**config.mk**
```make
export PLATFORM = sky130hd
export DESIGN_NAME = fill_addr_counter
export DESIGN_NICKNAME = d
export VERILOG_FILES = /design/src/fm_buf_pkg.sv /design/src/fill_addr_counter.sv
export SDC_FILE = /design/constraint.sdc
export NUM_CORES = 1
export LEC_CHECK = 0
export BUFFER_PORTS_ARGS = -buffer_cell sky130_fd_sc_hd__buf_2
export CORE_AREA = 4 4 47 57
export DETAILED_ROUTE_END_ITERATION = 10
export DIE_AREA = 0 0 51 61
export MAX_ROUTING_LAYER = met4
export PLACE_DENSITY = 0.81
export SLEW_MARGIN = 10
export SYNTH_ARGS = -nofsm -noshare
export SYNTH_HDL_FRONTEND = slang
export SYNTH_SLANG_ARGS = --single-unit
```
**constraint.sdc**
```tcl
create_clock -name clk -period 2.55 [get_ports clk]
set_input_delay 0.255 -clock clk [delete_from_list [all_inputs] [get_ports clk]]
set_output_delay 0.255 -clock clk [all_outputs]
set_load 0.05 [all_outputs]
```
**src/fm_buf_pkg.sv**
```systemverilog
package fm_buf_pkg;

    // lane and bank geometry
    localparam int DATA_WIDTH = 16;
    localparam int PARA_Y     = 3;
    localparam int DEPTH      = 256;
    localparam int ADDR_WIDTH = 8;

    // all-ones exponent marks infinity
    localparam logic [4:0] FP16_EXP_INF = 5'd31;

    // float16 fields, msb first
    typedef struct packed {
        logic       sign;
        logic [4:0] exponent;
        logic [9:0] mantissa;
    } fp16_fields_t;

    // raw view for storage, field view for arithmetic
    typedef union packed {
        logic [DATA_WIDTH-1:0] raw;
        fp16_fields_t          f;
    } fp16_t;

    // one stored row, lane PARA_Y-1 in the top bits
    typedef fp16_t [PARA_Y-1:0] fm_row_t;

    typedef enum logic [1:0] {
        OP_WRITE     = 2'd0,
        OP_ADD_WRITE = 2'd1,
        OP_ZERO_FILL = 2'd2
    } fm_op_e;

    // row command, end_addr only matters for zero fill
    typedef struct packed {
        fm_op_e                op;
        logic [ADDR_WIDTH-1:0] addr;
        logic [ADDR_WIDTH-1:0] end_addr;
        fm_row_t               row;
    } fm_cmd_t;

    // read request
    typedef struct packed {
        logic [ADDR_WIDTH-1:0] addr;
    } fm_rd_req_t;

endpackage

```
**src/fill_addr_counter.sv**
```systemverilog
`timescale 1ns/100ps

module fill_addr_counter
    import fm_buf_pkg::*;
(
    input  logic                  clk,
    input  logic                  rst_n,
    input  logic                  load,
    input  logic [ADDR_WIDTH-1:0] start,
    input  logic [ADDR_WIDTH-1:0] end_addr,
    input  logic                  step,
    output logic [ADDR_WIDTH-1:0] addr,
    output logic                  last
);

    // exclusive end of the current range
    logic [ADDR_WIDTH-1:0] end_q;

    always_ff @(posedge clk) begin
        if (!rst_n) begin
            addr  <= '0;
            end_q <= '0;
        end else if (load) begin
            addr  <= start;
            end_q <= end_addr;
        end else if (step) begin
            addr <= addr + 1'b1;
        end
    end

    // one extra bit so address 255 plus one does not wrap
    // also high right after loading an empty range
    assign last = ({1'b0, addr} + 9'd1) >= {1'b0, end_q};

endmodule

```
* Yosys cells after proc, flatten, opt, wreduce, memory -nomap -nowiden *
Cells that the tools add are included.

cells by class
  add/subtract/negate cells = 2
  order comparisons = 1
  multiplexer cells = 2
  reductions and logical operators = 1

operators with widths
  cell                 count
  $mux 8               2
  $add 8x1->9 const B  1
  $ge 9x8->1           1
  $add 8x1->8 const B  1
  $reduce_bool 2->1    1

word-level totals
  flip-flop bits (word level) = 16
  bits of input ports = 20
  output and inout bits = 9
  word-level logic and storage cells = 8

* Logic depth before layout (Yosys ltp) *
  depth in word-level cells = 3
  mapped depth = 9
  mapped depth without buffers = 9

* Worst setup path after synthesis *
OpenSTA, ideal clock, no wires.

  path type = register to output
  start point = register addr[0]
  end point = output port last
  arrival time = 3.086 ns
  required time = 2.295 ns
  path slack = -0.791 ns
  stages on the path, launching flop included = 9
  path buffers = 0
  cells stage by stage = dfxtp_1 > ha_1 > nand3_1 > nor2_1 > xor2_1 > ha_1 > and4_1 > o21ai_0 > o21ai_0

on the way
  longest elaborated chain between the ends = 2

ends and longest elaborated chain
  item                    line                     text
  start, declared         fill_addr_counter.sv:12  output logic [ADDR_WIDTH-1:0] addr,
  start signal, assigned  fill_addr_counter.sv:24  addr <= start;
  start signal, assigned  fill_addr_counter.sv:27  addr <= addr + 1'b1;
  $add 8x1->9             fill_addr_counter.sv:33  assign last = ({1'b0, addr} + 9'd1) >= {1'b0, end_q};
  $ge 9x8->1              fill_addr_counter.sv:33
  end, declared           fill_addr_counter.sv:13  output logic last

Every way passes these cells.

* Final worst setup path *
  start point = register addr[1]
  end point = output port last

Same word-level chain as after synthesis.

==> metrics.csv <==
metric;value;unit
post-dp-hpwl;1.65;mm
crit_arrival;2310;ps
cts-root-buf;clkbuf_4;
timing.final.max_slew_violations;0;
failed_checks;negative setup slack;
tightestPinTransition;345;ps
dp_cells;168;
p_seq_frac;0.443;
yosys.area_share.simple;0.187;
final.setup.tns;-13.1;ps
p_sw_frac;0.333;
pwr-share-clk;0.270;
postPlaceCellArea;0.00116;mm²
synth-edff-count;0;
grt_first_pass_wirelength;3.95;mm
synth_warnings;0;
netlist_area;0.00102;mm²
internal_power;0.429;mW
clkTransAtPathRegs;100;ps
start_util;0.485;
nFillCells;181;
vias_per_cell;5.32;
hold_path.class;primary input to flop;
drive_above_1_share;0.347;
required;2300;ps
synth_nets;143;
end_kind;primary output;
synth.area.mux_share;0.0887;
cts_tree;built;
die_height;61;µm
ys_top_cells_by_count;dfxtp_1 (16), o21ai_0 (11), ha_1 (9), mux2i_1 (9), nor2b_1 (8);
cts_hold_buf;0;
layout_min_cycle_time;2560;ps
num-nets-final;177;
htree_levels;1;
grt_overflow;0;
min_from;end_addr[7];
synthTopCellsByArea;dfxtp_1 (32%), ha_1 (11%), mux2i_1 (8.9%);
drtAntennaViolNets;0;
dr.pass1.iters;4;
clock_path_buffers;2;
grt_max_degree;17;
insertion_delay;290;ps
diodes;0;
synthCells;114;
wire_per_inst;13.0;µm
setup_violations;1;
synth_xor_area_frac;0.112;
max_freq;390;MHz
ys_ff_latch;16;
status;finished, violations left;
hold_ws;229;ps
cpPeakStageDelay;380;ps
worstReg2RegStart;addr[1]$_SDFFE_PN0P_;
worstPathMaxFanout;3;
antenna_found_initial;0;
synth_top_family_by_area;simple AND/OR/NAND/NOR gates;
use_met2;0.320;
grt.busiest_layer;met2;
yosysUniqueCellTypes;27;
startpoint_type;flop;
seq_area_frac_synth;0.315;
synth_fa_ha_area_frac;0.111;
synth_most_common_cell;dfxtp_1;
vias;941;
final_cell_area;0.00129;mm²
dieWidth;51;µm
grt_usage;0.173;
grt_use_met3;0.0319;
period_share;1.01;
worst_slack;-13.1;ps
r2r_setup_slack;1310;ps
wirelength;2.31;mm
cts-buffers-inserted;3;
drc;0;
synth_area_leader_cell;dfxtp_1;
crit_slowest_cell;dfxtp_4;
worstSetupPathType;flop to primary output;
synth-main-ff-cell;dfxtp_1;
syn_avg_cell_area;8.91;µm²
async_reset_ff_frac;0;
place.gp.congestion;0.792;
cp_cell_sequence;ha_4 > nand3_4 > nor2_4 > xor2_2 > ha_1 > a21oi_1 > a21boi_1 > a311oi_2 > o21ai_2 > buf_6;
drt_iter0_markers;25;
p_per_area;496;mW/mm²
row_count;18;
ff2ff_path_depth;6;
io_pins;29;
area.growth.synth_to_final;27.5;%
relSlewSlack;0.770;
net-switching-power;0.214;mW
hold_path_depth;3;
drv_cap;0;
first_global_vias;950;
use_met1;0.173;
die_area;0.00311;mm²
finalHoldViolations;0;
leakagePower;0.572;nW
synth_compound_gate_area_share;0.105;
clkSinkCount;16;
place.port_buffers;28;
rsz0062_at_grt;yes;
power_frac_comb;0.287;
peakVddDrop;306;µV
instances_no_fill;177;
finalClockSkew;2.03;ps
min_to;end_q[7]$_SDFFE_PN0P_;
r2r_end;addr[2]$_SDFFE_PN0P_;
synth.top_cell.area_share;0.315;
core;0.00209;mm²
## through the flow
| stage | power [mW] | util | setup slack (ps) |
|---|---|---|---|
| 2_1_floorplan | 0.416 | - | 12.8 |
| 3_3_place_gp | 0.450 | 0.555 | 155 |
| 3_5_place_dp | 0.457 | 0.555 | 24.0 |
| 4_1_cts | 0.639 | 0.598 | 5.56 |
| 5_1_grt | 0.679 | 0.618 | -96.4 |
| 6_report | 0.643 | 0.618 | -13.1 |
## cell usage in the layout (no fill, tap or decap)
| cell | count |
|---|---|
| buf_2 | 27 |
| dfxtp_1 | 13 |
| o21ai_0 | 10 |
| mux2i_1 | 9 |
| nor2b_1 | 8 |
| ha_1 | 8 |
| inv_1 | 7 |
| nand2_1 | 7 |
| a21oi_1 | 7 |
| buf_4 | 7 |
| xnor2_1 | 6 |
| xor2_1 | 6 |
| nand3_1 | 3 |
| and2_1 | 3 |
| clkbuf_4 | 3 |
| nor2_1 | 2 |
| nand3_2 | 2 |
| nand4_1 | 2 |
| dfxtp_4 | 2 |
| nand3_4 | 1 |
| nor2_4 | 1 |
| xor2_2 | 1 |
| and4_4 | 1 |
| and3_1 | 1 |
| nor3_1 | 1 |
| and4_1 | 1 |
| a21boi_1 | 1 |
| a311oi_2 | 1 |
| o21ai_2 | 1 |
| clkinv_1 | 1 |
| ha_4 | 1 |
| dfxtp_2 | 1 |
| clkbuf_8 | 1 |
| buf_6 | 1 |
## how the worst max path moves through the flow
stage / start / to / slack, ps / cells after the start
global placement: addr[0]$_SDFFE_PN0P_ / last / 150 / 10
detailed placement: addr[0]$_SDFFE_PN0P_ / last / 20 / 10
finish: addr[1]$_SDFFE_PN0P_ / last / -10 / 10
floorplan: addr[2]$_SDFFE_PN0P_ / last / 10 / 8
global route: addr[1]$_SDFFE_PN0P_ / last / -100 / 10
CTS: addr[3]$_SDFFE_PN0P_ / last / 6 / 9
## kinds of logic after synthesis
kind of cell               after synthesis
buffers and inverters                   14
and+or+nand+nor                         33
AOI/OAI and AO/OA                       20
muxes                                    9
DFF                                     16
xor gates and xnor gates                13
adders and majority gates                9
## worst max-delay path, delay by kind of cell, from the launching register on
kind            cells  cell delay (ps)
flops               1              380
fa+ha+maj           2              420
compound gates      4              620
xor+xnor            1              180
simple gates        2              260
buf+inv             1              160
## flip-flops by register name (all words and copies together), names as in the netlist
signal / cells
addr: 8
end_q: 8
## power groups by stage
stage,combinational (mW),sequential (mW),clock (mW)
after global routing,0.204,0.287,0.188
after detailed placement,0.167,0.290,0
final,0.185,0.284,0.173
after global placement,0.162,0.289,0
after floorplan,0.0995,0.316,0
after CTS,0.181,0.282,0.176
## per-layer routing
metal	wire, µm	up-vias
met5	0	-
met4	61	0
met3	107	6
met2	1250	28
met1	885	449
li1	-	458
## timing repair
action                     in CTS  in global routing
gates resized for setup         8                  6
buffers inserted                3                  2
pin swaps                       2                  6
setup endpoints to repair       1                  1
## cell type report
type | instances | area, µm² | share of cell area
Sequential cell | 16 | 329 | 0.254
Inverter | 8 | 30.0 | 0.0232
Timing Repair Buffer | 35 | 199 | 0.154
Multi-Input combinational cell | 84 | 663 | 0.512
Tap cell | 30 | 37.5 | 0.0290
Clock buffer | 4 | 36.3 | 0.0280
No activity file was read; power rests on OpenSTA's default activity.
