**config.mk**
```make
export PLATFORM = sky130hd
export DESIGN_NAME = fp16_lane_adder
export DESIGN_NICKNAME = d
export VERILOG_FILES = /design/src/fm_buf_pkg.sv /design/src/fp16_lane_adder.sv
export SDC_FILE = /design/constraint.sdc
export NUM_CORES = 1
export LEC_CHECK = 0
export ABC_AREA = 1
export ABC_CLOCK_PERIOD_IN_PS = 7800
export BUFFER_PORTS_ARGS = -buffer_cell sky130_fd_sc_hd__buf_2
export CAP_MARGIN = 40
export CELL_PAD_IN_SITES_DETAIL_PLACEMENT = 0
export CELL_PAD_IN_SITES_GLOBAL_PLACEMENT = 1
export CORE_UTILIZATION = 40
export DETAILED_ROUTE_END_ITERATION = 6
export GPL_TIMING_DRIVEN = 0
export MAX_ROUTING_LAYER = met4
export PLACE_DENSITY_LB_ADDON = 0.1
export RECOVER_POWER = 50
export SLEW_MARGIN = 10
export SYNTH_ARGS = -nofsm -noshare
export SYNTH_HDL_FRONTEND = slang
export SYNTH_SLANG_ARGS = --single-unit
export TNS_END_PERCENT = 5
```
**constraint.sdc**
```tcl
create_clock -name clk -period 7.8 [get_ports clk]
set_clock_uncertainty 0.1 [all_clocks]
set_input_delay 0.39 -clock clk [delete_from_list [all_inputs] [get_ports clk]]
set_output_delay 0.39 -clock clk [all_outputs]
set_load 0.02 [all_outputs]
```
**src/fm_buf_pkg.sv**
```systemverilog
package fm_buf_pkg;

    // lane and bank geometry
    localparam int DATA_WIDTH = 16;
    localparam int PARA_Y     = 3;
    localparam int DEPTH      = 256;
    localparam int ADDR_WIDTH = 8;

    // all-ones exponent marks infinity
    localparam logic [4:0] FP16_EXP_INF = 5'd31;

    // float16 fields, msb first
    typedef struct packed {
        logic       sign;
        logic [4:0] exponent;
        logic [9:0] mantissa;
    } fp16_fields_t;

    // raw view for storage, field view for arithmetic
    typedef union packed {
        logic [DATA_WIDTH-1:0] raw;
        fp16_fields_t          f;
    } fp16_t;

    // one stored row, lane PARA_Y-1 in the top bits
    typedef fp16_t [PARA_Y-1:0] fm_row_t;

    typedef enum logic [1:0] {
        OP_WRITE     = 2'd0,
        OP_ADD_WRITE = 2'd1,
        OP_ZERO_FILL = 2'd2
    } fm_op_e;

    // row command, end_addr only matters for zero fill
    typedef struct packed {
        fm_op_e                op;
        logic [ADDR_WIDTH-1:0] addr;
        logic [ADDR_WIDTH-1:0] end_addr;
        fm_row_t               row;
    } fm_cmd_t;

    // read request
    typedef struct packed {
        logic [ADDR_WIDTH-1:0] addr;
    } fm_rd_req_t;

endpackage

```
**src/fp16_lane_adder.sv**
```systemverilog
`timescale 1ns/100ps

module fp16_lane_adder
    import fm_buf_pkg::*;
(
    input  logic  clk,
    input  fp16_t a,
    input  fp16_t b,
    output fp16_t sum
);

    // operand classes
    logic a_zero;
    logic b_zero;
    logic a_inf;
    logic b_inf;
    // magnitude ordering
    logic        a_larger;
    fp16_t       hi_op;
    fp16_t       lo_op;
    logic [4:0]  exp_diff;
    // mantissas with hidden bit
    logic [10:0] hi_m;
    logic [10:0] lo_m;
    logic [10:0] lo_sh;
    // datapath results
    logic [11:0] mag_sum;
    logic [10:0] mag_diff;
    logic [10:0] norm_diff;
    logic [3:0]  lead_zeros;
    logic [5:0]  add_exp;
    logic signed [6:0] sub_exp;
    fp16_t       res;

    // exponent 0 flushes to zero, 31 is infinity
    assign a_zero = (a.f.exponent == 5'd0);
    assign b_zero = (b.f.exponent == 5'd0);
    assign a_inf  = (a.f.exponent == FP16_EXP_INF);
    assign b_inf  = (b.f.exponent == FP16_EXP_INF);

    // larger magnitude goes to hi side
    assign a_larger = {a.f.exponent, a.f.mantissa} >= {b.f.exponent, b.f.mantissa};
    assign hi_op    = a_larger ? a : b;
    assign lo_op    = a_larger ? b : a;
    assign exp_diff = hi_op.f.exponent - lo_op.f.exponent;

    assign hi_m  = {1'b1, hi_op.f.mantissa};
    assign lo_m  = {1'b1, lo_op.f.mantissa};
    // alignment drops shifted-out bits
    assign lo_sh = lo_m >> exp_diff;

    assign mag_sum  = {1'b0, hi_m} + {1'b0, lo_sh};
    assign mag_diff = hi_m - lo_sh;

    // distance of the leading one from bit 10
    always_comb begin
        lead_zeros = 4'd0;
        for (int i = 0; i <= 10; i++) begin
            if (mag_diff[i]) begin
                lead_zeros = 4'(10 - i);
            end
        end
    end

    assign norm_diff = mag_diff << lead_zeros;
    // carry out bumps the exponent by one
    assign add_exp   = {1'b0, hi_op.f.exponent} + {5'd0, mag_sum[11]};
    assign sub_exp   = $signed({2'b00, hi_op.f.exponent}) - $signed({3'b000, lead_zeros});

    always_comb begin
        res = '0;
        if (a_inf || b_inf) begin
            res.f.exponent = FP16_EXP_INF;
            // opposing infinities resolve to +inf
            if (a_inf && b_inf && (a.f.sign != b.f.sign)) begin
                res.f.sign = 1'b0;
            end else begin
                res.f.sign = a_inf ? a.f.sign : b.f.sign;
            end
        end else if (a_zero && b_zero) begin
            res = '0;
        end else if (a_zero) begin
            res = b;
        end else if (b_zero) begin
            res = a;
        end else if (a.f.sign == b.f.sign) begin
            res.f.sign = hi_op.f.sign;
            if (add_exp >= 6'd31) begin
                // saturate
                res.f.exponent = FP16_EXP_INF;
            end else begin
                res.f.exponent = add_exp[4:0];
                res.f.mantissa = mag_sum[11] ? mag_sum[10:1] : mag_sum[9:0];
            end
        end else if (mag_diff == 11'd0) begin
            // exact cancel gives +0
            res = '0;
        end else begin
            res.f.sign = hi_op.f.sign;
            if (sub_exp >= 7'sd1) begin
                res.f.exponent = sub_exp[4:0];
                res.f.mantissa = norm_diff[9:0];
            end
            // else underflow leaves signed zero
        end
    end

    always_ff @(posedge clk) begin
        sum <= res;
    end

endmodule

```
; ---- Word level (Yosys, flattened, before mapping)
; Index checks and enable logic that the tools add are counted.
[totals]
mem_count = 0
word_cells = 50
reg_bits = 16
latchBits = 0
rom_bits = 0
ramBits = 0
[op_classes]
reduce_logical = 8
bitwise = 0
eq_ne = 4
n_addsub = 5
muxes = 25
div_mod_pow = 0
mul = 0
n_shift = 2
order_cmp = 3
[ops]
columns = op, n
row1 = 16-bit two-way mux, 6
row2 = 4-bit two-way mux, 11
row3 = 15-bit two-way mux, 2
row4 = 10-bit two-way mux, 2
row5 = 15-bit greater-or-equal comparator, 1
row6 = 11-bit by 11-bit adder with 12-bit output, 1
row7 = 11-bit zero test, 1
row8 = 11-bit by 4-bit left shift with 10-bit output, 1
row9 = 11-bit by 5-bit >> shifter with 11-bit output, 1
row10 = 11-bit subtractor, 1
row11 = "5-bit equality test, second input constant", 2
row12 = 5-bit zero test, 2
row13 = 5-bit by 1-bit adder with 6-bit output, 1
row14 = "6-bit by 2-bit greater-or-equal comparator with 1-bit output, second input constant", 1
row15 = "6-bit by 5-bit greater-or-equal comparator with 1-bit output, second input constant", 1
row16 = 6-bit two-way mux, 1
row17 = 5-bit by 4-bit subtractor with 6-bit output, 1
row18 = 5-bit two-way mux, 1
row19 = 5-bit subtractor, 1
row20 = 1-bit logical AND, 3
row21 = 1-bit two-way mux, 2
row22 = 2-bit OR reduction, 1
row23 = 1-bit equality test, 1
row24 = 1-bit logical OR, 1
row25 = 1-bit != test, 1

; ---- Logic depth before layout (Yosys ltp)
[logic_depth]
word_depth = 25
mapped_depth = 58
ltp_nobuf = 56

; ---- Worst setup path after synthesis
; Ideal clock, no wire load.
[synth_timing]
path_type = input to register
start = input b[13] in the netlist's numbering
end = register sum[2] in the netlist's numbering
required_time_ps = 7581
stages = 50
arrival_time_ps = 6467
n_path_buf = 2
setup_slack_ps = 1114
cell_sequence = inv_1 > ha_1 > nand2_1 > inv_2 > nand2_1 > nand3_1 > nor2_2 > nand3_4 > nand2_1 > nand3_1 > ha_1 > inv_1 > clkbuf_1 > nand2_1 > nor2_1 > nor2_1 > nor3_1 > inv_1 > (+14 left out) > ha_1 > inv_1 > fa_1 > a21oi_1 > o21ai_0 > xor2_1 > nor2_1 > nand3b_1 > o21ai_1 > nor2_1 > nand2_2 > inv_1 > nand2_1 > nor2_2 > nand2_1 > nand2_1 > nand2_1 > a21oi_1
[synth_via]
elab_chain_cells = 23
word_cells_on_any_way = 36
classes_between = add/sub: 5 / order compare: 3 / eq/ne: 1 / shift: 2 / mux: 20 / reduce/logical: 5
[synth_rtl]
columns = item, line
row1 = start: declaration, fp16_lane_adder.sv:8  ; input fp16_t b,
row2 = 15-bit greater-or-equal comparator, fp16_lane_adder.sv:42  ; assign a_larger = {a.f.exponent, a.f.mantissa} >= {b.f.exponent, b.f.mantissa};
row3 = 16-bit two-way mux / 15-bit two-way mux (equally long branches), "fp16_lane_adder.sv:43, fp16_lane_adder.sv:44"
row4 = 5-bit subtractor, fp16_lane_adder.sv:45  ; assign exp_diff = hi_op.f.exponent - lo_op.f.exponent;
row5 = 11-bit by 5-bit >> shifter with 11-bit output, fp16_lane_adder.sv:50  ; assign lo_sh = lo_m >> exp_diff;
row6 = 11-bit subtractor, fp16_lane_adder.sv:53  ; assign mag_diff = hi_m - lo_sh;
row7 = 4-bit two-way mux (11 in series), fp16_lane_adder.sv:59  ; if (mag_diff[i]) begin
row8 = 5-bit by 4-bit subtractor with 6-bit output, fp16_lane_adder.sv:68  ; assign sub_exp = $signed({2'b00, hi_op.f.exponent}) - $signed({3'b000, lead_zeros});
row9 = 6-bit by 2-bit greater-or-equal comparator with 1-bit output, fp16_lane_adder.sv:100  ; if (sub_exp >= 7'sd1) begin
row10 = 15-bit two-way mux, fp16_lane_adder.sv:100
row11 = 16-bit two-way mux, fp16_lane_adder.sv:95  ; end else if (mag_diff == 11'd0) begin
row12 = 16-bit two-way mux, fp16_lane_adder.sv:86  ; end else if (a.f.sign == b.f.sign) begin
row13 = 16-bit two-way mux, fp16_lane_adder.sv:84  ; end else if (b_zero) begin
row14 = 16-bit two-way mux, fp16_lane_adder.sv:82  ; end else if (a_zero) begin
row15 = end signal: assignment, fp16_lane_adder.sv:109  ; sum <= res;
row16 = end: declaration, fp16_lane_adder.sv:9  ; output fp16_t sum
; Parallel ways exist; a longest one is shown, timed or not.
; A chain may end at the register's enable or synchronous reset.

; ---- Worst setup path in the final report
[layout_timing]
start = input b[13] in the netlist's numbering
end = register sum[3] in the netlist's numbering
; Same word-level chain as after synthesis.

==> reports/results.txt <==
In this design, the stage delay of the slowest critical-path cell is 0.39 ns. After routing, the total negative slack on setup checks comes to 0 ns. In this run the remaining antenna-violating nets after routing total 0. Global routing used 26.5% of the available tracks. The synthesized netlist devotes 21.5% of its cell area to compound gates. Once the floorplan was initialized, standard cells occupied 41.8% of the core. The largest fanout on the critical path came out at 10.

The flow ran to the end, and the final reports show no timing, DRC or antenna violations. The synthesized netlist devotes 4.66% of its cell area to XOR and XNOR gates. The clock drives 16 sinks. The run gives 0.326 ns as the final-layout worst hold slack. Across the VDD grid, the largest voltage drop is 0.0929 mV. The buffers plus inverters on the worst setup path is 12, and the post-detailed-route wirelength per cell is 15.3 um.

The area share of the largest cell type after synthesis is 16.6%, and the total met3 wirelength after detailed routing is 658 um. For the pin with the worst max-slew slack, the measured transition is 0.553 ns. The clock passes through at most 2 buffers. The data required time of the worst path was 7.84 ns; the final antenna diode count was 0.

For this design the top-level I/O count stands at 49. The run gives 36 as the number of rows in the core area. Routability-driven placement finished with a final weighted congestion of 0.968. Setup violations remaining at the end of the flow were counted as 0.

The portion of synthesized area spent on multiplexers is 0.484%. The first global-routing pass estimated 22400 um of wire. The tools report the final count of pins violating max slew as 0.

The number of nets in the layout is 855. For this run, the leading register cell type out of synthesis is dfxtp_1. The tools report the hold violation total from the final report as 0.

Before antenna repair, the detailed router went through 5 iterations. After detailed routing, the wire length on met1 is 6870 um. For this run, design rule violations remaining after detail routing come to 0.

Setup repair after global routing left no endpoint under its margin. Entering global routing, the biggest net connects 12 pins. In the final layout, the registers with the most flip-flops are sum: 16 flops. After detailed routing, the number of vias per cell comes to 5.34.

The number of nets handed over by synthesis was 799. The logs give 13900 um for the sum of routed wire length over all layers and 1 for the number of H-tree branching levels. The run gives 0 as the initial antenna violation count. In this run the vertical extent of the chip is 104 um. In this run the cell area of the synthesized design comes to 4140 um2. Data arrival at the endpoint of the critical path: 7.29 ns. Yosys printed 0 warnings. The global route total overflow is 0, and the number of inserted filler cells in the final layout is 1156. The run gives 4852 as the routed via count. Main combinational cell family by area after synthesis: simple AND/OR/NAND/NOR gates. Counting flops with an async set or reset pin after synthesis yields a share of 0%. In this run the clock root is driven by a clkbuf_8. Areal power density over the cells: 265 nW/um2. The worst setup path is launched from an input pin.

TritonCTS built the clock tree. For the leakage power total, the log shows 0.00245 uW. The via count of the first global-routing pass is 4480, and the shortest clock period the worst path allows after layout is 7.25 ns. The class of the worst hold path was input pin to register. The logs give 0 for the count of max-cap constraint violations and 283 for the violation count after the first detailed-routing iteration.

The master of the slowest instance on the critical path was ha_2. Buffers inserted to repair hold after CTS numbered 0. After detailed placement, the design holds a cell count of 902. TritonCTS created 3 clock buffers. The final critical path takes up 92.9% of the cycle. The average cell area after synthesis was 5.74 um2; the sequential fraction of the synthesis area was 7.74%. Buffers placed on the I/O ports in this run total 48. The core outline area came out at 9910 um2. In this design, the critical path's most frequently occurring cell is nand2_1. The number of flip-flops in the largest register came out at 16. The area growth from synthesis to layout is 13.0%. The total met2 wirelength after detailed routing was 6140 um; the number of enable-type register cells in the synthesized netlist was 0. Based on the critical path, the design can be clocked at up to 138 MHz. The post-route netlist has 15.6% of its cells at a drive strength greater than 1. The area fraction in and, or, nand and nor cells after synthesis works out to 38.1%.

The top routing layer in use is met4. The number of cells produced by synthesis was 721. Counting distinct cell types in the post-synthesis netlist gives 51.

The clock-pin slew reported for the worst setup and hold paths after clock tree synthesis was 0.06 ns; the post-synthesis share of cell area spent on full adders, half adders and majority gates was 14.2%. The worst max-slew margin expressed relative to the limit was 62.8%. Sorting the synthesized cells by area gives the leading types as nand2_1 (17%), ha_1 (13%), inv_1 (9.0%). Counting flops per register, the top entry is sum. The final HPWL from detailed placement is 11800 um. Broken down by cell family, the worst path's largest delay share belongs to simple AND/OR/NAND/NOR gates. The die covers 10800 um2. Critical setup path kind: input pin to register.

The synthesized design spends more area on one cell type than any other, namely nand2_1. Nature of the critical path endpoint: a register. Synthesis inferred 16 register bits. The post-route non-filler standard cell count came out at 909. The floorplan step set the die width to 104 um.
worst paths after layout:
kind                  startpoint  endpoint  slack (ns)  depth (start not counted)
worst max-delay path       b[13]    sum[3]        0.55                         49
worst min-delay path       b[10]   sum[10]        0.33                          3
cell families (layout without fill, tap and decap cells):
| group | Yosys count | count (layout) |
|---|---|---|
| simple gates | 340 | 340 |
| compound gates | 158 | 158 |
| buf+inv | 138 | 193 |
| fa+ha+maj | 45 | 45 |
| xor+xnor | 22 | 22 |
| flops | 16 | 16 |
| mux | 2 | 2 |
what timing repair did:
item	in CTS	in global routing
gates resized for setup	1	27
setup buffers	0	3
endpoints found under the setup margin	1	15
pin swaps	0	4
cells in the mapped netlist (11+ instances only):
cell,count
ha_1,42
nand2_2,11
clkbuf_1,12
nand2_1,183
nand3_1,59
dfxtp_1,16
inv_2,16
o21ai_0,64
a21oi_1,51
nor2_1,46
xor2_1,18
inv_1,99
cells in the final DEF, fill, tap and decap left out, types with 5 or more instances in the layout:
cell      instances
inv_1            98
a21oi_1          49
o21ai_0          61
ha_1             39
nand2_1         183
buf_2            38
nand3_2           5
xor2_1           18
nand2_2          11
inv_2            17
nand4_1           8
nor2_1           45
clkbuf_1         25
dfxtp_1          16
a31oi_1           5
o21ai_1          12
nand3_1          58
cell type report:
class | count | area, um2 | area share (%)
Clock buffer | 4 | 55.1 | 1.18
Timing Repair Buffer | 51 | 243 | 5.19
Sequential cell | 16 | 320 | 6.85
Buffer | 22 | 123 | 2.62
Inverter | 116 | 435 | 9.31
Multi-Input combinational cell | 567 | 3330 | 71.3
Tap cell | 133 | 166 | 3.56
stage by stage:
stage	utilization, %	power (uW)	area (um2)	setup slack, ns
floorplan	-	873	4140	1.11
global placement	45.9	1120	4540	-0.230
detailed placement	45.9	1130	4540	-0.251
CTS	46.5	1210	4600	0.121
global route	47.2	1370	4680	0.00511
finish	47.2	1240	4680	0.551
report_power, final:
group          switching [uW]  total, uW  internal [uW]
registers                13.0        133            120
clock network            30.6       75.4           44.9
logic                     687       1030            343
total                     731       1240            508
metal layers:
| layer | global-route usage, % | vias to the layer above |
|---|---|---|
| met3 | 2.39 | 24 |
| met2 | 41.7 | 129 |
| li1 | - | 2466 |
| met5 | - | - |
| met4 | 5.92 | 0 |
| met1 | 36.8 | 2233 |
Power figures use the tool's default switching activity.
