File: src/fm_buf_pkg.sv
package fm_buf_pkg;

    // lane and bank geometry
    localparam int DATA_WIDTH = 16;
    localparam int PARA_Y     = 3;
    localparam int DEPTH      = 256;
    localparam int ADDR_WIDTH = 8;

    // all-ones exponent marks infinity
    localparam logic [4:0] FP16_EXP_INF = 5'd31;

    // float16 fields, msb first
    typedef struct packed {
        logic       sign;
        logic [4:0] exponent;
        logic [9:0] mantissa;
    } fp16_fields_t;

    // raw view for storage, field view for arithmetic
    typedef union packed {
        logic [DATA_WIDTH-1:0] raw;
        fp16_fields_t          f;
    } fp16_t;

    // one stored row, lane PARA_Y-1 in the top bits
    typedef fp16_t [PARA_Y-1:0] fm_row_t;

    typedef enum logic [1:0] {
        OP_WRITE     = 2'd0,
        OP_ADD_WRITE = 2'd1,
        OP_ZERO_FILL = 2'd2
    } fm_op_e;

    // row command, end_addr only matters for zero fill
    typedef struct packed {
        fm_op_e                op;
        logic [ADDR_WIDTH-1:0] addr;
        logic [ADDR_WIDTH-1:0] end_addr;
        fm_row_t               row;
    } fm_cmd_t;

    // read request
    typedef struct packed {
        logic [ADDR_WIDTH-1:0] addr;
    } fm_rd_req_t;

endpackage

File: src/fm_buf_ctrl.sv
`timescale 1ns/100ps

module fm_buf_ctrl
    import fm_buf_pkg::*;
(
    input  logic                  clk,
    input  logic                  rst_n,
    input  logic                  cmd_valid,
    input  fm_cmd_t               cmd,
    output logic                  cmd_ready,
    output logic                  fill_load,
    output logic [ADDR_WIDTH-1:0] fill_start,
    output logic [ADDR_WIDTH-1:0] fill_end,
    output logic                  fill_step,
    input  logic [ADDR_WIDTH-1:0] fill_addr,
    input  logic                  fill_last,
    output logic                  acc_rd_en,
    output logic [ADDR_WIDTH-1:0] acc_addr,
    input  fm_row_t               sum_row,
    output fm_row_t               add_a_row,
    output logic                  wr_en,
    output logic [ADDR_WIDTH-1:0] wr_addr,
    output fm_row_t               wr_row
);

    typedef enum logic [1:0] {
        ST_IDLE,
        ST_ACC_WAIT,
        ST_ACC_WRITE,
        ST_FILL
    } ctrl_state_e;

    ctrl_state_e           state;
    logic                  accept;
    logic [ADDR_WIDTH-1:0] held_addr;
    fm_row_t               held_row;

    // commands only taken in idle
    assign cmd_ready = (state == ST_IDLE);
    assign accept    = cmd_valid && cmd_ready;

    // counter bounds come straight from the command
    assign fill_start = cmd.addr;
    assign fill_end   = cmd.end_addr;
    assign fill_load  = accept && (cmd.op == OP_ZERO_FILL);
    assign fill_step  = (state == ST_FILL);

    // stored row read on the transfer edge
    assign acc_rd_en = accept && (cmd.op == OP_ADD_WRITE);
    assign acc_addr  = cmd.addr;
    assign add_a_row = held_row;

    // write source select
    always_comb begin
        wr_en   = 1'b0;
        wr_addr = cmd.addr;
        wr_row  = cmd.row;
        case (state)
            ST_IDLE: begin
                wr_en = accept && (cmd.op == OP_WRITE);
            end
            ST_ACC_WRITE: begin
                wr_en   = 1'b1;
                wr_addr = held_addr;
                wr_row  = sum_row;
            end
            ST_FILL: begin
                wr_en   = 1'b1;
                wr_addr = fill_addr;
                wr_row  = '0;
            end
            default: begin
                // acc_wait, adders busy
                wr_en = 1'b0;
            end
        endcase
    end

    always_ff @(posedge clk) begin
        if (!rst_n) begin
            state <= ST_IDLE;
        end else begin
            case (state)
                ST_IDLE: begin
                    if (accept && (cmd.op == OP_ADD_WRITE)) begin
                        state <= ST_ACC_WAIT;
                    end else if (fill_load && (cmd.end_addr > cmd.addr)) begin
                        // empty range never leaves idle
                        state <= ST_FILL;
                    end
                end
                ST_ACC_WAIT:  state <= ST_ACC_WRITE;
                ST_ACC_WRITE: state <= ST_IDLE;
                ST_FILL: begin
                    if (fill_last) begin
                        state <= ST_IDLE;
                    end
                end
                default: state <= ST_IDLE;
            endcase
        end
    end

    // hold addend and target for the read-modify-write
    always_ff @(posedge clk) begin
        if (accept) begin
            held_addr <= cmd.addr;
            held_row  <= cmd.row;
        end
    end

endmodule

File: config.mk
export PLATFORM = sky130hd
export DESIGN_NAME = fm_buf_ctrl
export DESIGN_NICKNAME = d
export VERILOG_FILES = /design/src/fm_buf_pkg.sv /design/src/fm_buf_ctrl.sv
export SDC_FILE = /design/constraint.sdc
export NUM_CORES = 1
export LEC_CHECK = 0
export ABC_AREA = 1
export BUFFER_PORTS_ARGS = -buffer_cell sky130_fd_sc_hd__clkbuf_2
export CORE_AREA = 2 2 99 101
export CTS_BUF_LIST = sky130_fd_sc_hd__clkbuf_4 sky130_fd_sc_hd__clkbuf_8
export CTS_CLUSTER_SIZE = 14
export DETAILED_ROUTE_END_ITERATION = 10
export DIE_AREA = 0 0 101 103
export GPL_ROUTABILITY_DRIVEN = 0
export GPL_TIMING_DRIVEN = 0
export HOLD_SLACK_MARGIN = 0.12
export PLACE_DENSITY = 0.75
export REMOVE_ABC_BUFFERS = 1
export SKIP_LAST_GASP = 1
export SLEW_MARGIN = 10
export SYNTH_ARGS = -nofsm -noshare
export SYNTH_HDL_FRONTEND = slang
export SYNTH_SLANG_ARGS = --single-unit
File: constraint.sdc
create_clock -name clk -period 2.7 [get_ports clk]
set_clock_uncertainty 0.2 [all_clocks]
set_input_delay 0.135 -clock clk [delete_from_list [all_inputs] [get_ports clk]]
set_output_delay 0.135 -clock clk [all_outputs]
set_load 0.005 [all_outputs]
; After elaboration in Yosys (flattened, before gate mapping)
; Cells that the tools add are included.
[word_totals]
regBits = 58
output_inout_bits = 133
word_cells = 29
in_bits = 126
[classes]
n_reduce_logical = 9
eq_ne = 7
magnitude_cmp = 1
muxes = 7
[ops]
columns = op, n
row1 = 48-bit one-hot mux with 2 select lines, 1
row2 = 8-bit one-hot mux with 2 select lines, 1
row3 = 8-bit > comparator, 1
row4 = 2-bit one-hot mux with 4 select lines, 1
row5 = 2-bit equality test (second input constant), 3
row6 = 2-bit two-way mux, 3
row7 = 1-bit logical AND, 5
row8 = 2-bit by 1-bit equality test with 1-bit output (second input constant), 2
row9 = 2-bit logical NOT, 2
row10 = 3-bit by 1-bit inequality test with 1-bit output (second input constant), 1
row11 = 2-bit by 1-bit inequality test with 1-bit output (second input constant), 1
row12 = 1-bit one-hot mux with 2 select lines, 1
row13 = 2-bit AND reduction, 1
row14 = 2-bit OR reduction, 1

; Logic depth before layout (Yosys ltp)
; Gate-level depths: netlist of the first run.
[logic_depth]
ltp_word = 7
mapped_depth = 13

; Worst setup path before layout of the first run
; OpenSTA, ideal clock, no wires.
[synth_timing]
kind = register to register
startpoint = reg state[1]
endpoint = reg state[0]
synth_period_minus_slack_ns = 1.984
setup_ns = 0.066
t_arrival_ns = 1.718
required_time_ns = 2.434
n_path_buf = 0
setup_slack_ns = 0.716
stages_incl_launch_ff = 10
path_cell_list = dfxtp_1 > nor2_4 > nand2_4 > inv_2 > nand3_2 > inv_2 > nor2_1 > nand2_1 > nand2_1 > a21oi_2
[synth_via]
word_cells_on_any_way = 13
classes_between = 5 x eq/ne / 2 x mux / 6 x reduce/logical
[synth_lines]
columns = element, line
row1 = start: declaration, fm_buf_ctrl.sv:33  ; ctrl_state_e state;
row2 = start signal: assignment, fm_buf_ctrl.sv:81  ; state <= ST_IDLE;
row3 = start signal: assignment, fm_buf_ctrl.sv:86  ; state <= ST_ACC_WAIT;
row4 = start signal: assignment, fm_buf_ctrl.sv:89  ; state <= ST_FILL;
row5 = 2-bit logical NOT *, fm_buf_ctrl.sv:39  ; assign cmd_ready = (state == ST_IDLE);
row6 = net cmd_ready, fm_buf_ctrl.sv:10  ; output logic cmd_ready,
row7 = 1-bit logical AND *, fm_buf_ctrl.sv:40  ; assign accept = cmd_valid && cmd_ready;
row8 = net accept, fm_buf_ctrl.sv:34  ; logic accept;
row9 = 1-bit logical AND *, --
row10 = net acc_rd_en, fm_buf_ctrl.sv:17  ; output logic acc_rd_en,
row11 = 2-bit two-way mux / 3-bit by 1-bit inequality test with 1-bit output (equally long branches), --
row12 = 2-bit one-hot mux with 4 select lines / 2-bit AND reduction (equally long branches), --
; The timed path passes the listed nets; every way through them passes the cells marked *.
; A chain may end at the register's enable or synchronous reset.

; Worst setup path in the final report of the first run
[layout_timing]
startpoint = reg state[1]
endpoint = out acc_rd_en
[layout_via]
elab_chain_cells = 3
[layout_lines]
columns = element, line
row1 = 2-bit logical NOT, fm_buf_ctrl.sv:39
row2 = 1-bit logical AND, fm_buf_ctrl.sv:40
row3 = net accept, fm_buf_ctrl.sv:34
row4 = 1-bit logical AND, fm_buf_ctrl.sv:49  ; assign acc_rd_en = accept && (cmd.op == OP_ADD_WRITE);
row5 = end: declaration, fm_buf_ctrl.sv:17
; The timed path passes the listed nets, and every way through them passes these cells.

==> summary.md, run 1 <==
| Metric | Value |
|---|---|
| Syn Area/Cell | 9.25 um^2 |
| Clock Path Buffers | 2 |
| R2r startpoint | state[1] |
| Fmax | 400 MHz |
| Setup TNS | 0 ns |
| MaxCap Viol Count | 0 |
| Worst slew margin | 37.7% |
| Antenna diodes | 0 |
| Final hold viol count | 0 |
| Largest net degree at the start of global routing | 58 |
| Clock sinks | 58 |
| Port bufs | 258 |
| Detail Placement HPWL | 6840 um |
| Cell row count | 36 |
| Setup crit start | state[1] |
| Part of the cycle the worst path needs | 92.6% |
| Reg-to-Reg End | state[1] |
| Final Cell Area | 5040 um^2 |
| First-pass GRT wire length | 14200 um |
| Dpl ws | -0.0887 ns |
| Final Util | 53.3% |
| WS Path Type | reg -> out |
| Core area | 9460 um^2 |
| Antenna violations before repair | 0 |
| Max-slew violations | 0 |
| DRT antenna net count | 0 |
| Overall Global Routing Usage | 17.7% |
| Mapped Cells | 333 |
| FF-to-FF setup slack | 0.41 ns |
| CP max FO | 57 |
| TritonCTS clock tree | yes |
| Setup violations, final | 0 |
| HP Class | in -> reg |
| DR pass1 iterations | 4 |
| Post-Route WL | 10300 um |
| Peak supply drop | 0.000620 V |
| Worst EP required | 2.37 ns |
| Synth warn | 0 |
| Clock transition at the registers of the reported paths | 0.07 ns |
| Fin cells | 740 |
| Distinct cell type count after synthesis | 21 |
| Power per cell area | 678 nW/um^2 |
| TritonCTS buffer count | 9 |
| Crit path DAT | 2.16 ns |
| DIE AREA | 10400 um^2 |
| 1st-iter DRT viols | 113 |
| P_leak | 2.65 nW |
| Vias in the first global route | 2955 |
| Via count | 3394 |
| Vias per inst | 4.59 |
| RSZ-0062 raised after global routing | false |
| Run status | complete, no violations |
| Later-pin clock latency in the skew report | 0.32 ns |
| Share of cells above drive strength 1 | 45.5% |
| Crit path to | acc_rd_en |
| Wire length per cell | 13.9 um |
| CTS root buffer | clkbuf_8 |
| Placed Cells | 664 |
| I/O Pins | 259 |
| Sequential fraction of the synthesis area | 55.9% |
| Cell area after synthesis | 3080 um^2 |
| H-tree Lvls | 3 |
| Tot Pwr | 3.41 mW |
| Total Nets Final | 755 |
| Slew of the pin with the lowest slew margin | 0.933 ns |
| Reg2reg path depth | 10 |
| Final worst slack | 0.201 ns |
| DP Area | 4270 um^2 |
| Die Ht | 103 um |
| Fin crit period | 2.50 ns |
| Worst hold slack | 0.211 ns |
| Critical path capture point type | primary output |
| Die X | 101 um |
| CP startpoint kind | flip-flop |
| Register bit total from synthesis | 58 |
| Area Growth Syn to Fin | 63.7% |
| Total gr overflow | 0 |
| DRC viols | 0 |
| Initial core utilization | 32.6% |
-- cells by family (layout without fill, tap and decap cells) --
| family | count (synthesis) | in the layout | synth area share (%) |
|---|---|---|---|
| AO/OA/AOI/OAI | 13 | 13 | 2.97 |
| flip-flops | 58 | 58 | 55.9 |
| AND/OR/NAND/NOR | 191 | 191 | 26.7 |
| adder cells (fa/ha/maj) | 8 | 8 | 3.25 |
| buffers and inverters | 63 | 356 | 11.2 |
-- worst min-delay path by stage --
stage,slack (ns),depth (start not counted),endpoint,startpoint
2_1_floorplan,0.03,0,add_a_row[0],cmd[0]
3_3_place_gp,0.13,1,add_a_row[22],cmd[22]
3_5_place_dp,0.13,1,add_a_row[16],cmd[16]
4_1_cts,0.18,9,state[1],cmd_valid
5_1_grt,0.24,3,held_addr[1],cmd_valid
6_report,0.21,3,held_addr[5],cmd_valid
-- cells in the final DEF, fill, tap and decap left out, types with 2 or more instances in the layout --
master / instances
clkinv_2: 3
a21oi_1: 3
clkbuf_2: 258
clkinv_1: 2
inv_2: 4
nor2_1: 4
clkinvlp_4: 2
inv_1: 15
edfxtp_1: 56
dlygate4sd3_1: 60
clkbuf_8: 9
nand3_1: 57
nand2_1: 124
or2_1: 2
nor2_4: 2
o211ai_1: 7
ha_1: 8
-- cells in the mapped netlist --
library cell  number  area [um^2]
dfxtp_1            2         40.0
nand3_2            1         10.0
buf_2             11         55.1
a21oi_1            3         15.0
nand2_4            1         11.3
inv_1             16         60.1
ha_1               8          100
buf_4             25          188
nor2_1             4         15.0
edfxtp_1          56         1680
a21o_1             1         7.51
or2_1              2         12.5
nand3_1           57          285
clkinv_1           1         3.75
nor2_4             2         22.5
clkbuf_1           6         22.5
o31ai_1            1         7.51
o211ai_1           7         52.6
inv_2              4         15.0
nand2_1          124          465
a21oi_2            1         8.76
-- power by group --
group	internal, mW	switching (mW)	leakage [nW]	total [mW]
Combinational	0.591	0.815	2.01	1.41
Clock	0.334	0.336	0.0829	0.671
Sequential	1.23	0.106	0.554	1.34
-- flip-flops by register name (all words and copies together), names as in the netlist --
name,flops
held_addr,8
add_a_row,48
state,2
-- critical path, cell delays in order (launching register included) --
cell	delay, ns
dfxtp_2	0.53
buf_12	0.28
nor2_4	0.18
nand2_4	0.10
inv_6	0.38
nand3_2	0.16
inv_2	0.09
clkbuf_2	0.11
-- final cells by class --
class / count / area [um^2]
fill: 832 / 4420
clock buffer: 10 / 131
sequential: 58 / 1720
multi-input combinational: 212 / 1010
tap: 114 / 143
clock inverter: 6 / 33.8
inverter: 21 / 83.8
timing repair buffer: 319 / 1910
-- what timing repair did --
action | 4_1_cts | 5_1_grt
setup endpoints to repair | 3 | 1
setup buffers | 0 | 0
endpoints found under the hold margin | 58 | 0
cloned | 0 | 0
gates resized for setup | 1 | 1
hold buffers | 60 | 0
-- per-layer routing --
layer	GRT usage (%)	part of all wire, %
met2	33.9	54
met5	0	0
met1	18.4	37
met4	7.07	1.5
met3	4.34	7.5
No activity file was read; power rests on OpenSTA's default activity.
==> run 2, diff against run 1 <==
- CORE_AREA: 2 2 99 101 -> 2 2 101 103
- CTS_BUF_LIST: sky130_fd_sc_hd__clkbuf_4 sky130_fd_sc_hd__clkbuf_8 -> unset
- DIE_AREA: 0 0 101 103 -> 0 0 103 105
- GPL_TIMING_DRIVEN: 0 -> unset
- PLACE_DENSITY: 0.75 -> 0.72
==> summary.md, run 2 (synthesis results as in run 1) <==
| Metric | Value |
|---|---|
| Post-CTS setup buffers | 0 (unchanged) |
| Area Growth Syn to Fin | 67.2% |
| Total gr overflow | 0 (unchanged) |
| 1st-iter DRT viols | 185 (+64%) |
| Via count | 3523 (+3.8%) |
| Total Nets Final | 759 (+0.53%) |
| Run status | complete, no violations |
| Part of the power in combinational logic | 41.2% (about the same) |
| Max FFs per register | 48 (unchanged) |
| TritonCTS buffer count | 9 (unchanged) |
| Critical path capture point type | primary output |
| CTS root buffer | clkbuf_8 |
| DP Area | 4330 um^2 (+1.4%) |
| RSZ-0062 raised after global routing | false |
| Core area | 9640 um^2 (+1.9%) |
| Max-slew violations | 0 (unchanged) |
| Total of fill cells in the finished design | 884 (+6.3%) |
| Crit path DAT | 2.13 ns (-0.03 ns) |
| Commonest cells after routing, fill and taps aside | 258 x clkbuf_2, 124 x nand2_1, 61 x dlygate4sd3_1 |
| Antenna violations before repair | 0 (unchanged) |
| Final Cell Area | 5150 um^2 (+2.1%) |
| Post-CTS sizing | 0 (-1) |
| WS Path Type | reg -> out |
| Overall Global Routing Usage | 18.8% (+1.1 points) |
| Buf/Inv on CP | 3 (-1) |
| Clock Power Share | 23.5% (+3.9 points) |
| I/O Pins | 259 (unchanged) |
| Setup violations, final | 0 (unchanged) |
| Leading cell type in the layout, fill and taps excluded | clkbuf_2 |
| Clock transition at the registers of the reported paths | 0.06 ns (about the same) |
| Internal Power | 2.37 mW (+10%) |
| Die X | 103 um (+2.0%) |
| Post-Route WL | 10800 um (+5.6%) |
| Cell row count | 36 (unchanged) |
| CP max FO | 31 (-46%) |
| Worst slew margin | 41.4% (+3.7 points) |
| Switching power | 1.28 mW (+1.7%) |
| Detail Placement HPWL | 7440 um (+8.8%) |
| TritonCTS clock tree | yes |
| Global-route track usage on met1 | 19.6% (+1.2 points) |
| DIE AREA | 10800 um^2 (+4.0%) |
| Met3 Use GR | 3.88% (-0.46 points) |
| Final hold viol count | 0 (unchanged) |
| Max incr delay on CP | 0.63 ns (+0.10 ns) |
| Die Ht | 105 um (+1.9%) |
| Initial core utilization | 31.9% (-0.61 points) |
| Antenna diodes | 0 (unchanged) |
| CP startpoint kind | flip-flop |
| Peak supply drop | 0.000595 V (-4.1%) |
| MaxCap Viol Count | 0 (unchanged) |
| Power per cell area | 709 nW/um^2 (+4.7%) |
| DRT antenna net count | 0 (unchanged) |
| Wire length per cell | 14.2 um (+2.4%) |
| Sequential share of power | 35.2% (-4.0 points) |
| Crit-path cells | clkinv_1, buf_12, nand3_1, o211ai_1, clkbuf_2 |
| Later-pin clock latency in the skew report | 0.32 ns (about the same) |
| Crit-path slowest cell | clkinv_1 |
| HP Class | in -> reg |
| Worst EP required | 2.37 ns (about the same) |
| Dpl ws | 0.596 ns (+0.685 ns) |
| Crit path max-delay family | buffers and inverters |
| Clock sinks | 58 (unchanged) |
| Fmax | 406 MHz (+1.4%) |
| DRC viols | 0 (unchanged) |
| Final worst slack | 0.236 ns (+0.0352 ns) |
| H-tree Lvls | 3 (unchanged) |
| Share of cells above drive strength 1 | 45.4% (-0.13 points) |
| Hold buffer count at CTS | 61 (+1.7%) |
| Part of the cycle the worst path needs | 91.3% (-1.3 points) |
| GR Util met2 | 35.7% (+1.7 points) |
| Vias in the first global route | 3271 (+11%) |
| DR pass1 iterations | 4 (unchanged) |
| Most Crowded Layer GR | met2 |
| P_leak | 2.69 nW (+1.6%) |
| Clock Path Buffers | 2 (unchanged) |
| Slew of the pin with the lowest slew margin | 0.877 ns (-0.0555 ns) |
| Final Util | 53.4% (+0.12 points) |
| Sw Ratio | 35.0% (-1.8 points) |
| Vias per inst | 4.62 (+0.67%) |
| Fin crit period | 2.46 ns (-0.0352 ns) |
| Largest net degree at the start of global routing | 57 (-1.7%) |
| First-pass GRT wire length | 15600 um (+9.9%) |
| Port bufs | 258 (unchanged) |
[run 2: cell types whose count changed in the layout (fill, tap and decap cells not counted), sizes merged]
cell         before  now
buf               1    4
bufinv            0    2
clkinvlp          2    1
dlygate4sd3      60   61
inv              20   19
[run 2: worst reg2reg max path, stage by stage, from the launching register on]
cell,delay [ns]
dfxtp_2,0.34
buf_4,0.25
nor2_4,0.21
nand2_4,0.09
nor2_4,0.13
nand2_1,0.06
clkinv_1,0.04
nand2_1,0.04
nand2_1,0.07
nand2_1,0.05
dlygate4sd3_1,0.55
a21oi_1,0.11
[run 2: worst paths after layout]
path	start	cells past startpoint	to	slack, ns
hold / removal	cmd[65]	8	state[0]	0.18
setup / recovery	state[0]	5	wr_addr[7]	0.24
setup reg to reg	state[1]	11	state[1]	0.50
hold reg to reg	state[0]	3	state[0]	0.43
[run 2: cell type report]
cell class	instances	area, um^2	area share, %
Clock buffer	10	128	2.48
Timing Repair Buffer	323	1960	38.0
Multi-Input combinational cell	212	1010	19.7
Inverter	21	78.8	1.53
Sequential cell	58	1720	33.5
Tap cell	133	166	3.23
Clock inverter	6	81.3	1.58
[run 2: power by group through the flow]
stage	clock network (mW)	logic (mW)	registers, mW
after floorplan	0	0.579	1.38
after global placement	0	1.39	1.30
after detailed placement	0	1.42	1.31
after CTS	0.887	1.51	1.29
after global routing	0.923	1.66	1.31
final	0.860	1.51	1.29
[run 2: stage by stage]
stage	std cells	hold slack (ns)	TNS, ns	power [mW]
final	763	0.178	0	3.65
after global routing	763	0.244	0	3.89
after CTS	763	0.162	0	3.69
after detailed placement	686	0.131	0	2.73
after global placement	686	0.130	0	2.69
after floorplan	291	0.0339	-0.0917	1.96
[run 2: metal layers]
layer	up-vias	share of wire, %
met4	0	2.1
met5	-	0
met2	207	53
li1	1674	-
met3	24	7.8
met1	1618	37
